## src/logic/core_pkg.sv

```systemverilog
// shared widths, ALU operation codes and pipeline payload records for the integer core

package core_pkg;

    parameter int XLEN       = 32;  // data and address width
    parameter int REG_ADDR_W = 5;   // register index width
    parameter int NUM_REGS   = 32;  // architectural registers, x0 included

    // zero encoding is NONE so a cleared record carries no operation
    typedef enum logic [3:0] {
        ALU_NONE = 4'd0,
        ALU_ADD  = 4'd1,
        ALU_SUB  = 4'd2,
        ALU_AND  = 4'd3,
        ALU_OR   = 4'd4,
        ALU_XOR  = 4'd5,
        ALU_SLT  = 4'd6,
        ALU_SLL  = 4'd7,
        ALU_SRL  = 4'd8,
        ALU_LUI  = 4'd9,
        ALU_BEQ  = 4'd10,
        ALU_BNE  = 4'd11
    } alu_op_e;

    // decode to execute
    typedef struct packed {
        logic                  valid;     // slot holds an instruction
        logic                  illegal;   // unsupported encoding
        logic [XLEN-1:0]       pc;
        alu_op_e               op;
        logic [REG_ADDR_W-1:0] rs1_addr;
        logic                  rs1_re;    // rs1 read in use
        logic [REG_ADDR_W-1:0] rs2_addr;
        logic                  rs2_re;    // rs2 read in use
        logic                  use_imm;   // operand b from imm
        logic [XLEN-1:0]       imm;       // sign extended
        logic [REG_ADDR_W-1:0] rd;
        logic                  rd_we;     // never set for x0
    } id_ex_t;

    // execute to result
    typedef struct packed {
        logic                  valid;
        logic                  illegal;
        logic [XLEN-1:0]       pc;
        logic [REG_ADDR_W-1:0] rd;
        logic                  rd_we;
        logic [XLEN-1:0]       data;      // alu result or branch outcome
    } ex_wb_t;

endpackage

```

## src/logic/exu_execute.sv

```systemverilog
// execute stage with operand read, forwarding from the result stage, ALU and branch resolve
`timescale 1ns/1ps

module exu_execute (
    input  core_pkg::id_ex_t                 id_ex_i,
    input  core_pkg::ex_wb_t                 ex_wb_fwd_i,  // record in the result stage
    input  logic                             hold_i,
    output logic [core_pkg::REG_ADDR_W-1:0]  rs1_addr_o,
    output logic [core_pkg::REG_ADDR_W-1:0]  rs2_addr_o,
    input  logic [core_pkg::XLEN-1:0]        rs1_data_i,
    input  logic [core_pkg::XLEN-1:0]        rs2_data_i,
    output core_pkg::ex_wb_t                 ex_wb_o,
    output logic                             flush_o,      // kill the word in decode
    output logic                             redirect_valid_o,
    output logic [core_pkg::XLEN-1:0]        redirect_pc_o
);

    import core_pkg::*;

    logic            fwd_rs1;
    logic            fwd_rs2;
    logic [XLEN-1:0] rs1_val;
    logic [XLEN-1:0] rs2_val;
    logic [XLEN-1:0] op_a;
    logic [XLEN-1:0] op_b;
    logic [XLEN-1:0] alu_res;
    logic            eq;
    logic            taken;

    assign rs1_addr_o = id_ex_i.rs1_addr;
    assign rs2_addr_o = id_ex_i.rs2_addr;

    // rd_we is never set for x0, so no separate zero check
    assign fwd_rs1 = ex_wb_fwd_i.valid && ex_wb_fwd_i.rd_we && id_ex_i.rs1_re
                     && (ex_wb_fwd_i.rd == id_ex_i.rs1_addr);
    assign fwd_rs2 = ex_wb_fwd_i.valid && ex_wb_fwd_i.rd_we && id_ex_i.rs2_re
                     && (ex_wb_fwd_i.rd == id_ex_i.rs2_addr);

    assign rs1_val = fwd_rs1 ? ex_wb_fwd_i.data : rs1_data_i;
    assign rs2_val = fwd_rs2 ? ex_wb_fwd_i.data : rs2_data_i;

    assign op_a = rs1_val;
    assign op_b = id_ex_i.use_imm ? id_ex_i.imm : rs2_val;  // imm forms and LUI

    assign eq = (op_a == op_b);

    always_comb begin
        case (id_ex_i.op)
            ALU_ADD: alu_res = op_a + op_b;
            ALU_SUB: alu_res = op_a - op_b;
            ALU_AND: alu_res = op_a & op_b;
            ALU_OR:  alu_res = op_a | op_b;
            ALU_XOR: alu_res = op_a ^ op_b;
            ALU_SLT: alu_res = XLEN'($signed(op_a) < $signed(op_b));
            ALU_SLL: alu_res = op_a << op_b[4:0];  // shamt is low 5 bits
            ALU_SRL: alu_res = op_a >> op_b[4:0];
            ALU_LUI: alu_res = op_b;
            ALU_BEQ: alu_res = XLEN'(eq);  // branch outcome as data
            ALU_BNE: alu_res = XLEN'(!eq);
            default: alu_res = '0;
        endcase
    end

    assign taken = id_ex_i.valid
                   && (((id_ex_i.op == ALU_BEQ) && eq) || ((id_ex_i.op == ALU_BNE) && !eq));

    // branch target, pc relative
    assign flush_o          = taken;
    assign redirect_valid_o = taken && !hold_i;  // one pulse per accepted cycle
    assign redirect_pc_o    = id_ex_i.pc + id_ex_i.imm;

    always_comb begin
        ex_wb_o         = '0;
        ex_wb_o.valid   = id_ex_i.valid;
        ex_wb_o.illegal = id_ex_i.illegal;
        ex_wb_o.pc      = id_ex_i.pc;
        ex_wb_o.rd      = id_ex_i.rd;
        ex_wb_o.rd_we   = id_ex_i.rd_we;  // low for branches
        ex_wb_o.data    = alu_res;
    end

endmodule

```

## src/logic/idu_decode.sv

```systemverilog
// combinational RV32I subset decoder feeding the decode pipeline register
`timescale 1ns/1ps

module idu_decode (
    input  logic                      inst_valid_i,  // fetch offers a word
    input  logic [core_pkg::XLEN-1:0] inst_i,
    input  logic [core_pkg::XLEN-1:0] inst_addr_i,
    output core_pkg::id_ex_t          dec_o
);

    import core_pkg::*;

    localparam logic [6:0] OPC_OP     = 7'b0110011;
    localparam logic [6:0] OPC_OP_IMM = 7'b0010011;
    localparam logic [6:0] OPC_LUI    = 7'b0110111;
    localparam logic [6:0] OPC_BRANCH = 7'b1100011;

    logic [6:0]            opcode;
    logic [2:0]            funct3;
    logic [6:0]            funct7;
    logic [REG_ADDR_W-1:0] rd;
    logic [XLEN-1:0]       imm_i;
    logic [XLEN-1:0]       imm_u;
    logic [XLEN-1:0]       imm_b;
    alu_op_e               op;
    logic                  legal;
    logic                  use_rs1;
    logic                  use_rs2;
    logic                  use_imm;
    logic                  use_rd;
    logic [XLEN-1:0]       imm;

    assign opcode = inst_i[6:0];
    assign rd     = inst_i[11:7];
    assign funct3 = inst_i[14:12];
    assign funct7 = inst_i[31:25];

    assign imm_i = {{20{inst_i[31]}}, inst_i[31:20]};
    assign imm_u = {inst_i[31:12], 12'b0};
    assign imm_b = {{19{inst_i[31]}}, inst_i[31], inst_i[7], inst_i[30:25], inst_i[11:8], 1'b0};

    // format and operation select
    always_comb begin
        op      = ALU_NONE;
        legal   = 1'b0;
        use_rs1 = 1'b0;
        use_rs2 = 1'b0;
        use_imm = 1'b0;
        use_rd  = 1'b0;
        imm     = '0;
        case (opcode)
            OPC_OP: begin
                legal   = 1'b1;
                use_rs1 = 1'b1;
                use_rs2 = 1'b1;
                use_rd  = 1'b1;
                case ({funct7, funct3})
                    {7'b0000000, 3'b000}: op = ALU_ADD;
                    {7'b0100000, 3'b000}: op = ALU_SUB;
                    {7'b0000000, 3'b111}: op = ALU_AND;
                    {7'b0000000, 3'b110}: op = ALU_OR;
                    {7'b0000000, 3'b100}: op = ALU_XOR;
                    {7'b0000000, 3'b010}: op = ALU_SLT;
                    {7'b0000000, 3'b001}: op = ALU_SLL;
                    {7'b0000000, 3'b101}: op = ALU_SRL;
                    default:              legal = 1'b0;  // includes SRA, SLTU
                endcase
            end
            OPC_OP_IMM: begin
                legal   = 1'b1;
                use_rs1 = 1'b1;
                use_imm = 1'b1;
                use_rd  = 1'b1;
                imm     = imm_i;
                case (funct3)
                    3'b000:  op = ALU_ADD;
                    3'b111:  op = ALU_AND;
                    3'b110:  op = ALU_OR;
                    3'b100:  op = ALU_XOR;
                    3'b010:  op = ALU_SLT;
                    3'b001: begin
                        op    = ALU_SLL;
                        legal = (funct7 == 7'b0000000);
                    end
                    3'b101: begin
                        op    = ALU_SRL;
                        legal = (funct7 == 7'b0000000);  // SRAI not kept
                    end
                    default: legal = 1'b0;
                endcase
            end
            OPC_LUI: begin
                legal   = 1'b1;
                use_imm = 1'b1;
                use_rd  = 1'b1;
                imm     = imm_u;
                op      = ALU_LUI;
            end
            OPC_BRANCH: begin
                legal   = 1'b1;
                use_rs1 = 1'b1;
                use_rs2 = 1'b1;
                imm     = imm_b;
                case (funct3)
                    3'b000:  op = ALU_BEQ;
                    3'b001:  op = ALU_BNE;
                    default: legal = 1'b0;
                endcase
            end
            default: legal = 1'b0;
        endcase
    end

    // illegal words keep only valid, illegal and pc
    always_comb begin
        dec_o = '0;
        if (inst_valid_i) begin
            dec_o.valid   = 1'b1;
            dec_o.illegal = !legal;
            dec_o.pc      = inst_addr_i;
            if (legal) begin
                dec_o.op       = op;
                dec_o.rs1_addr = use_rs1 ? inst_i[19:15] : '0;
                dec_o.rs1_re   = use_rs1;
                dec_o.rs2_addr = use_rs2 ? inst_i[24:20] : '0;
                dec_o.rs2_re   = use_rs2;
                dec_o.use_imm  = use_imm;
                dec_o.imm      = imm;
                dec_o.rd_we    = use_rd && (rd != '0);  // x0 never written
                dec_o.rd       = dec_o.rd_we ? rd : '0;
            end
        end
    end

endmodule

```

## src/logic/rv_core_top.sv

```systemverilog
// top level of the in-order RV32I subset pipeline, fed by an external fetch source
`timescale 1ns/1ps

module rv_core_top (
    input  logic                            clk,
    input  logic                            reset_i,
    input  logic                            inst_valid_i,
    input  logic [core_pkg::XLEN-1:0]       inst_i,
    input  logic [core_pkg::XLEN-1:0]       inst_addr_i,
    input  logic                            hold_i,            // stalls every stage
    output logic                            retire_valid_o,
    output logic [core_pkg::XLEN-1:0]       retire_pc_o,
    output logic [core_pkg::REG_ADDR_W-1:0] retire_rd_o,
    output logic [core_pkg::XLEN-1:0]       retire_data_o,
    output logic                            retire_illegal_o,
    output logic                            redirect_valid_o,
    output logic [core_pkg::XLEN-1:0]       redirect_pc_o
);

    import core_pkg::*;

    id_ex_t                dec;
    id_ex_t                id_ex_q;
    ex_wb_t                ex_wb_d;
    ex_wb_t                ex_wb_q;
    logic                  ex_flush;
    logic [REG_ADDR_W-1:0] rs1_addr;
    logic [REG_ADDR_W-1:0] rs2_addr;
    logic [XLEN-1:0]       rs1_data;
    logic [XLEN-1:0]       rs2_data;

    idu_decode u_decode (
        .inst_valid_i (inst_valid_i),
        .inst_i       (inst_i),
        .inst_addr_i  (inst_addr_i),
        .dec_o        (dec)
    );

    stage_pipe #(.payload_t(id_ex_t)) u_id_ex (
        .clk     (clk),
        .reset_i (reset_i),
        .hold_i  (hold_i),
        .flush_i (ex_flush),  // taken branch drops the word behind it
        .d_i     (dec),
        .q_o     (id_ex_q)
    );

    exu_execute u_execute (
        .id_ex_i          (id_ex_q),
        .ex_wb_fwd_i      (ex_wb_q),
        .hold_i           (hold_i),
        .rs1_addr_o       (rs1_addr),
        .rs2_addr_o       (rs2_addr),
        .rs1_data_i       (rs1_data),
        .rs2_data_i       (rs2_data),
        .ex_wb_o          (ex_wb_d),
        .flush_o          (ex_flush),
        .redirect_valid_o (redirect_valid_o),
        .redirect_pc_o    (redirect_pc_o)
    );

    stage_pipe #(.payload_t(ex_wb_t)) u_ex_wb (
        .clk     (clk),
        .reset_i (reset_i),
        .hold_i  (hold_i),
        .flush_i (1'b0),  // nothing kills a resolved instruction
        .d_i     (ex_wb_d),
        .q_o     (ex_wb_q)
    );

    wbu_result u_result (
        .clk              (clk),
        .reset_i          (reset_i),
        .hold_i           (hold_i),
        .ex_wb_i          (ex_wb_q),
        .rs1_addr_i       (rs1_addr),
        .rs2_addr_i       (rs2_addr),
        .rs1_data_o       (rs1_data),
        .rs2_data_o       (rs2_data),
        .retire_valid_o   (retire_valid_o),
        .retire_pc_o      (retire_pc_o),
        .retire_rd_o      (retire_rd_o),
        .retire_data_o    (retire_data_o),
        .retire_illegal_o (retire_illegal_o)
    );

endmodule

```

## src/logic/stage_pipe.sv

```systemverilog
// stall and flush pipeline register, one instance per stage boundary with its own record type
`timescale 1ns/1ps

module stage_pipe #(
    parameter type payload_t = logic
) (
    input  logic     clk,
    input  logic     reset_i,
    input  logic     hold_i,   // keep current record
    input  logic     flush_i,  // load an empty record
    input  payload_t d_i,
    output payload_t q_o
);

    payload_t d_next;

    // a flushed slot is all zero, so valid and every enable drop together
    assign d_next = flush_i ? payload_t'('0) : d_i;

    always_ff @(posedge clk) begin
        if (reset_i) begin
            q_o <= '0;
        end else if (!hold_i) begin
            q_o <= d_next;
        end
    end

endmodule

```

## src/logic/wbu_result.sv

```systemverilog
// result stage holding the register file, its write port and the retire report
`timescale 1ns/1ps

module wbu_result (
    input  logic                            clk,
    input  logic                            reset_i,
    input  logic                            hold_i,
    input  core_pkg::ex_wb_t                ex_wb_i,
    input  logic [core_pkg::REG_ADDR_W-1:0] rs1_addr_i,
    input  logic [core_pkg::REG_ADDR_W-1:0] rs2_addr_i,
    output logic [core_pkg::XLEN-1:0]       rs1_data_o,
    output logic [core_pkg::XLEN-1:0]       rs2_data_o,
    output logic                            retire_valid_o,
    output logic [core_pkg::XLEN-1:0]       retire_pc_o,
    output logic [core_pkg::REG_ADDR_W-1:0] retire_rd_o,
    output logic [core_pkg::XLEN-1:0]       retire_data_o,
    output logic                            retire_illegal_o
);

    import core_pkg::*;

    logic [XLEN-1:0] regs [NUM_REGS];  // entry 0 is never written
    logic            wr_sel;
    logic            wr_en;

    // record asks for a write
    assign wr_sel = ex_wb_i.valid && ex_wb_i.rd_we && (ex_wb_i.rd != '0);
    assign wr_en  = wr_sel && !hold_i;

    always_ff @(posedge clk) begin
        if (reset_i) begin
            for (int i = 0; i < NUM_REGS; i++) begin
                regs[i] <= '0;
            end
        end else if (wr_en) begin
            regs[ex_wb_i.rd] <= ex_wb_i.data;
        end
    end

    // x0 reads zero
    assign rs1_data_o = (rs1_addr_i == '0) ? '0 : regs[rs1_addr_i];
    assign rs2_data_o = (rs2_addr_i == '0) ? '0 : regs[rs2_addr_i];

    // Retire reports the record sitting in the result register. Its write lands at
    // the edge that ends this cycle, so the report and the register file agree.
    assign retire_valid_o   = ex_wb_i.valid && !hold_i;
    assign retire_pc_o      = ex_wb_i.pc;
    assign retire_rd_o      = wr_sel ? ex_wb_i.rd : '0;  // zero when nothing written
    assign retire_data_o    = ex_wb_i.data;
    assign retire_illegal_o = ex_wb_i.illegal;

endmodule

```

## config.mk

```make
export PLATFORM = sky130hd
export DESIGN_NAME = rv_core_top
export DESIGN_NICKNAME = d
export VERILOG_FILES = /design/src/logic/core_pkg.sv /design/src/logic/exu_execute.sv /design/src/logic/idu_decode.sv /design/src/logic/rv_core_top.sv /design/src/logic/stage_pipe.sv /design/src/logic/wbu_result.sv
export SDC_FILE = /design/constraint.sdc
export NUM_CORES = 2
export LEC_CHECK = 0
export BUFFER_PORTS_ARGS = -buffer_cell sky130_fd_sc_hd__buf_4
export CORE_AREA = 4 4 367 369
export DETAILED_ROUTE_END_ITERATION = 8
export DIE_AREA = 0 0 371 373
export GPL_TIMING_DRIVEN = 0
export PLACE_DENSITY = 0.71
export SLEW_MARGIN = 20
export SYNTH_ARGS = -nofsm -noshare
export SYNTH_HDL_FRONTEND = slang
export SYNTH_SLANG_ARGS = --single-unit
```

## constraint.sdc

```tcl
create_clock -name clk -period 7.85 [get_ports clk]
set_input_delay 0.3925 -clock clk [delete_from_list [all_inputs] [get_ports clk]]
set_output_delay 0.3925 -clock clk [all_outputs]
set_load 0.005 [all_outputs]
```

## Yosys cells after proc, flatten, opt, wreduce, memory -nomap -nowiden

Memory sizes are Yosys's and may differ from the RTL's. A register that Yosys moved wholly into a read port is not among the register bits.
Index checks and enable logic that the tools add are counted.

| word-level totals | value |
|---|---|
| input bits | 68 |
| memory bits (writable) | 1024 |
| register bits | 161 |
| output and inout bits | 104 |
| logic and storage cells | 130 |
| memories kept | 1 |

Memories:

| name | words | bits a word | rd ports | clocked after Yosys merged registers in | write ports | RTL line | source |
|---|---|---|---|---|---|---|---|
| u_result.regs | 32 | 32 | 2 | 2 | 32 | wbu_result.sv:22 | `logic [XLEN-1:0] regs [NUM_REGS];` |

| operators by class | value |
|---|---|
| bitwise gates (word level) | 3 |
| shift operators | 2 |
| reductions and logical operators | 33 |
| eq/ne operators | 31 |
| magnitude comparators | 1 |
| add/subtract/negate cells | 3 |
| multiplexer cells | 38 |

Operators with widths:

| operator | count |
|---|---|
| $pmux W32 S11 | 1 |
| $mux W32 | 6 |
| $mux W89 | 2 |
| $pmux W32 S3 | 1 |
| $add A32 B32 Y32 | 2 |
| $mux W55 | 1 |
| $mux W5 | 9 |
| $eq A10 B3 Y1 const B | 4 |
| $and A32 B32 Y32 | 1 |
| $eq A32 B32 Y1 | 1 |
| $lt A32 B32 Y1 | 1 |
| $or A32 B32 Y32 | 1 |
| $pmux W4 S8 | 1 |
| $reduce_or A32 Y1 | 1 |
| $shl A32 B5 Y32 | 1 |
| $shr A32 B5 Y32 | 1 |
| $sub A32 B32 Y32 | 1 |
| $xor A32 B32 Y32 | 1 |
| $pmux W4 S7 | 1 |
| $eq A4 B3 Y1 const B | 4 |
| $eq A4 B4 Y1 const B | 4 |
| $pmux W4 S4 | 1 |
| $eq A7 B6 Y1 const B | 2 |
| $logic_and A1 B1 Y1 | 13 |
| 26 further kinds | 50 |

## Depth between registers and ports, before layout

| depth | value |
|---|---|
| word-level depth | 13 |
| depth in mapped cells | 27 |
| depth with buffers taken out | 20 |

## Hierarchy

Synthesis repeated with hierarchy kept, for this count alone.

| second synthesis, totals | value |
|---|---|
| cell total of the unflattened synthesis | 6365 |
| area, all modules | 74222.4 um^2 |

Modules (own cells, without submodules):

| module | instances | area each (um^2) | seq. area each (um^2) | cells each |
|---|---|---|---|---|
| wbu_result | 1 | 54949.0 | 30749.5 | 3686 |
| exu_execute | 1 | 11637.4 | 0.0 | 1761 |
| stage_pipe at u_id_ex | 1 | 3567.2 | 1781.7 | 396 |
| stage_pipe at u_ex_wb | 1 | 2895.3 | 1441.4 | 321 |
| idu_decode | 1 | 1169.9 | 0.0 | 200 |
| rv_core_top | 1 | 3.8 | 0.0 | 1 |

## Worst setup path before layout

Ideal clock, no wire load.

| timing path | value |
|---|---|
| path kind | register to register |
| start point | register with a tool-made name |
| end point | register u_ex_wb.q_o[30] in the netlist's numbering |
| arrival | 5907 ps |
| setup slack | 1801 ps |
| required time | 7708 ps |
| stages on the path, launching flop included | 26 |
| setup time | 142 ps |
| path buffers | 7 |
| clock period less this slack | 6049 ps |
| cells stage by stage | dfxtp_1 -> buf_6 -> buf_8 -> buf_6 -> buf_4 -> buf_4 -> buf_2 -> mux4_2 -> mux4_2 -> mux2i_1 -> o21ai_0 -> o21ai_0 -> inv_1 -> ha_1 -> clkbuf_1 -> inv_1 -> a21oi_1 -> o31ai_1 -> o41ai_2 -> o22ai_1 -> a211o_1 -> a311oi_1 -> a21oi_1 -> xnor2_1 -> a2111oi_0 -> a221oi_1 |

RTL lines:

| element | RTL line | source |
|---|---|---|
| end signal: assignment | stage_pipe.sv:24 | `q_o <= d_next;` |
| end: declaration | stage_pipe.sv:12 | `output payload_t q_o` |

==> impl_metrics.py <==
metrics = {
    "outcome": {
        "violations": "negative setup slack",
        "status": "complete, but fails checks",
    },
    "logic_synthesis": {
        "syn_inst": 5651,
        "synth_ff_type": "edfxtp_1",
        "synth-edff-count": 1024,
        "yosysWarnings": 0,
        "synth_area_um2": 71800,
        "async_flop_share": 0,
        "syn_area_per_cell_um2": 12.7,
        "yosysUniqueCellTypes": 92,
        "ys_seq_area_frac": 0.476,
        "yosys_register_bits": 1195,
    },
    "die": {
        "num_rows": 133,
        "ios": 172,
        "die_area_um2": 138000,
        "die_y_um": 373,
        "core_um2": 131000,
        "initial_core_util": 0.547,
        "die_w_um": 371,
    },
    "detailed_routing": {
        "vias": 58295,
        "drtPass1Iterations": 7,
        "drt-total-wl_mm": 336,
        "via_per_inst": 7.35,
        "wl_per_cell_um": 42.4,
        "ant_nets": 0,
        "detail_route.iter0.violations": 11018,
        "drc": 0,
    },
    "place": {
        "io_buffers": 168,
        "place.gp.congestion": 1.06,
        "hpwlAfterDp_mm": 236,
        "placed_area_um2": 75900,
        "place_ws_ns": -3.13,
    },
    "sta": {
        "max_slew_margin": 0.119,
        "timing.final.crit_share": 1.02,
        "setup_viol": 2,
        "setup_slack_ns": -0.133,
        "fin_crit_ns": 7.98,
        "worst_slew_pin_slew_ns": 1.32,
        "fmax_ghz": 0.125,
        "whs_ns": 0.176,
        "slew_viol_final": 0,
        "hold_viol_final": 0,
        "fin_skew_ns": 0.0267,
    },
    "finish": {
        "design_area_um2": 81400,
        "drive_gt1_frac": 0.224,
        "fillers": 10215,
        "post-route-util": 0.621,
        "nets": 6264,
        "area_growth_pct": 13.4,
    },
    "critical_path": {
        "worstPathMaxFanout": 10,
        "endpoint_kind": "output port",
        "required_ns": 7.46,
        "crit_arrival_ns": 7.59,
        "startpoint_type": "flop",
        "critical_path_class": "flop to output port",
    },
    "global_routing": {
        "overflow": 0,
        "grt_pass1_wl_mm": 451,
        "antenna_found_initial": 27,
        "grt_max_degree": 33,
        "grt.total_usage": 0.479,
        "grt_pass1_vias": 55926,
    },
    "clocking": {
        "cts_buffer_depth": 3,
        "clkLatencyLatePin_ns": 0.83,
        "numClockSinks": 1195,
        "tritoncts.num_buffers": 134,
        "cts_root_buf": "clkbuf_16",
        "cts.htree.levels": 4,
        "cts_tree": "done",
        "cts.clk_slew.worst_paths_ns": 0.06,
    },
    "power_and_ir_drop": {
        "ir_drop_v": 0.000251,
        "power_density_nw_per_um2": 177,
        "power_leakage_nw": 28.5,
        "totalPowerFinal_w": 0.0144,
    },
    "min_path": {
        "holdCritPathClass": "input port to flop",
    },
    "job": {
        "drv_cap": 0,
    },
}
[layout make-up]
| class | instances | area (µm²) | share of cell area |
|---|---|---|---|
| multi-input combinational | 3780 | 34900 | 0.429 |
| sequential | 1195 | 34200 | 0.420 |
| clock buffer | 175 | 3700 | 0.0454 |
| buffer | 584 | 3240 | 0.0398 |
| timing repair buffer | 250 | 2220 | 0.0272 |
| tap | 1755 | 2200 | 0.0270 |
| clock inverter | 64 | 512 | 0.00629 |
| inverter | 118 | 443 | 0.00544 |
| antenna | 10 | 25.0 | 0.000307 |
[worst max-delay path, stage by stage, from the launching register on]
cell and delay [ns]:
dfxtp_1 0.31, buf_2 0.38, buf_2 0.42, buf_6 0.38, clkbuf_2 0.39, buf_16 0.24, clkbuf_2 0.50, mux4_2 0.53
mux2i_2 0.36, o21ai_0 0.33, mux2_2 0.50, ha_1 0.37, nor4_1 0.18, nand2_1 0.21, nor4_4 0.48, nand3_1 0.16
xor2_1 0.20, nor3b_4 0.33, and3b_1 0.28, buf_4 0.13
[stage by stage]
stage                     cells  TNS, ns
final                      7931   -0.173
after global routing       7921  -0.0161
after CTS                  7921        0
after detailed placement   7625  -299.29
after global placement     7605  -406.42
after floorplan            5682        0
[cells in the mapped netlist, types with 9 or more instances]
cell type	count	area [µm²]
nor3_1	75	375
o221ai_1	18	158
a21o_1	31	233
mux2i_1	199	1990
a31oi_1	18	113
nor2_1	323	1210
mux2_2	23	259
mux4_2	582	13100
dfxtp_1	171	3420
a22oi_1	157	1180
inv_1	113	424
buf_4	86	646
ha_1	130	1630
buf_6	20	225
a221oi_1	49	429
nor2b_1	33	206
nor4_1	14	87.6
o21bai_1	14	105
o211ai_1	23	173
nand2b_1	20	125
xor2_1	14	123
and3_1	23	144
nor3b_1	26	195
a221o_1	24	240
and2_1	975	6100
clkbuf_1	383	1440
o21a_1	20	150
o22ai_1	38	238
o21ai_0	116	581
edfxtp_1	1024	30700
or2_2	36	225
a221oi_4	9	236
buf_2	73	365
a211o_1	9	78.8
a22o_1	11	96.3
a2111oi_0	9	78.8
a21oi_1	228	1140
a211oi_1	28	210
a221oi_2	26	390
buf_1	23	86.3
o31ai_1	14	105
nand3_1	47	235
xnor2_1	49	429
nand2_1	209	785
[final timing paths]
kind                  start  depth (start not counted)  slack (ns)               end
max                    flop                         19       -0.13  redirect_valid_o
min               inst_i[5]                          5        0.18   u_id_ex.q_o[52]
max reg2reg            flop                         23       -0.04   u_ex_wb.q_o[30]
min reg2reg  u_id_ex.q_o[0]                          2        0.48    u_id_ex.q_o[0]
[state kept, by name (all words and copies together) (netlist names), named ones only]
| name | flops |
|---|---|
| u_ex_wb.q_o | 72 |
| u_id_ex.q_o | 89 |
| u_result.regs | 1024 |
[per-layer routing]
metal	track usage	wire, µm	up-vias
met5	0	149	-
met4	0.370	34200	14
met1	0.563	106000	28611
met3	0.216	54600	1551
met2	0.684	141000	5778
li1	-	-	22341
[power by group]
part	internal [W]	total, W	switching, W
combinational	0.000329	0.000792	0.000463
sequential	0.00716	0.00732	0.000154
clock	0.00346	0.00626	0.00280
total	0.0110	0.0144	0.00342
[cell usage in the layout (no fill, tap or decap), types with 54 or more instances in the layout]
master	netlist	routed
a21oi_1	228	226
a22oi_1	157	157
and2_1	975	975
buf_2	73	55
buf_4	86	272
clkbuf_1	383	350
clkbuf_16	0	141
dfxtp_1	171	168
dlygate4sd3_1	0	54
edfxtp_1	1024	1024
ha_1	130	128
inv_1	113	113
mux2i_1	199	188
mux4_2	582	582
nand2_1	209	209
nor2_1	323	320
nor3_1	75	71
o21ai_0	116	109
[cell families after synthesis]
family	synth area share
buffers and inverters	0.0456
AOI/OAI and AO/OA	0.0935
xor gates and xnor gates	0.00769
and+or+nand+nor	0.139
adders and majority gates	0.0235
other	0.0000522
muxes	0.214
DFF	0.476
[repair_timing]
item | 4_1_cts | 5_1_grt
resized for setup | 117 | 88
hold buffers | 54 | 0
buffers inserted | 5 | 3
hold endpoints to repair | 74 | 0
endpoints found under the setup margin | 124 | 76
pin swaps | 5 | 5
No activity file was read; power rests on OpenSTA's default activity.
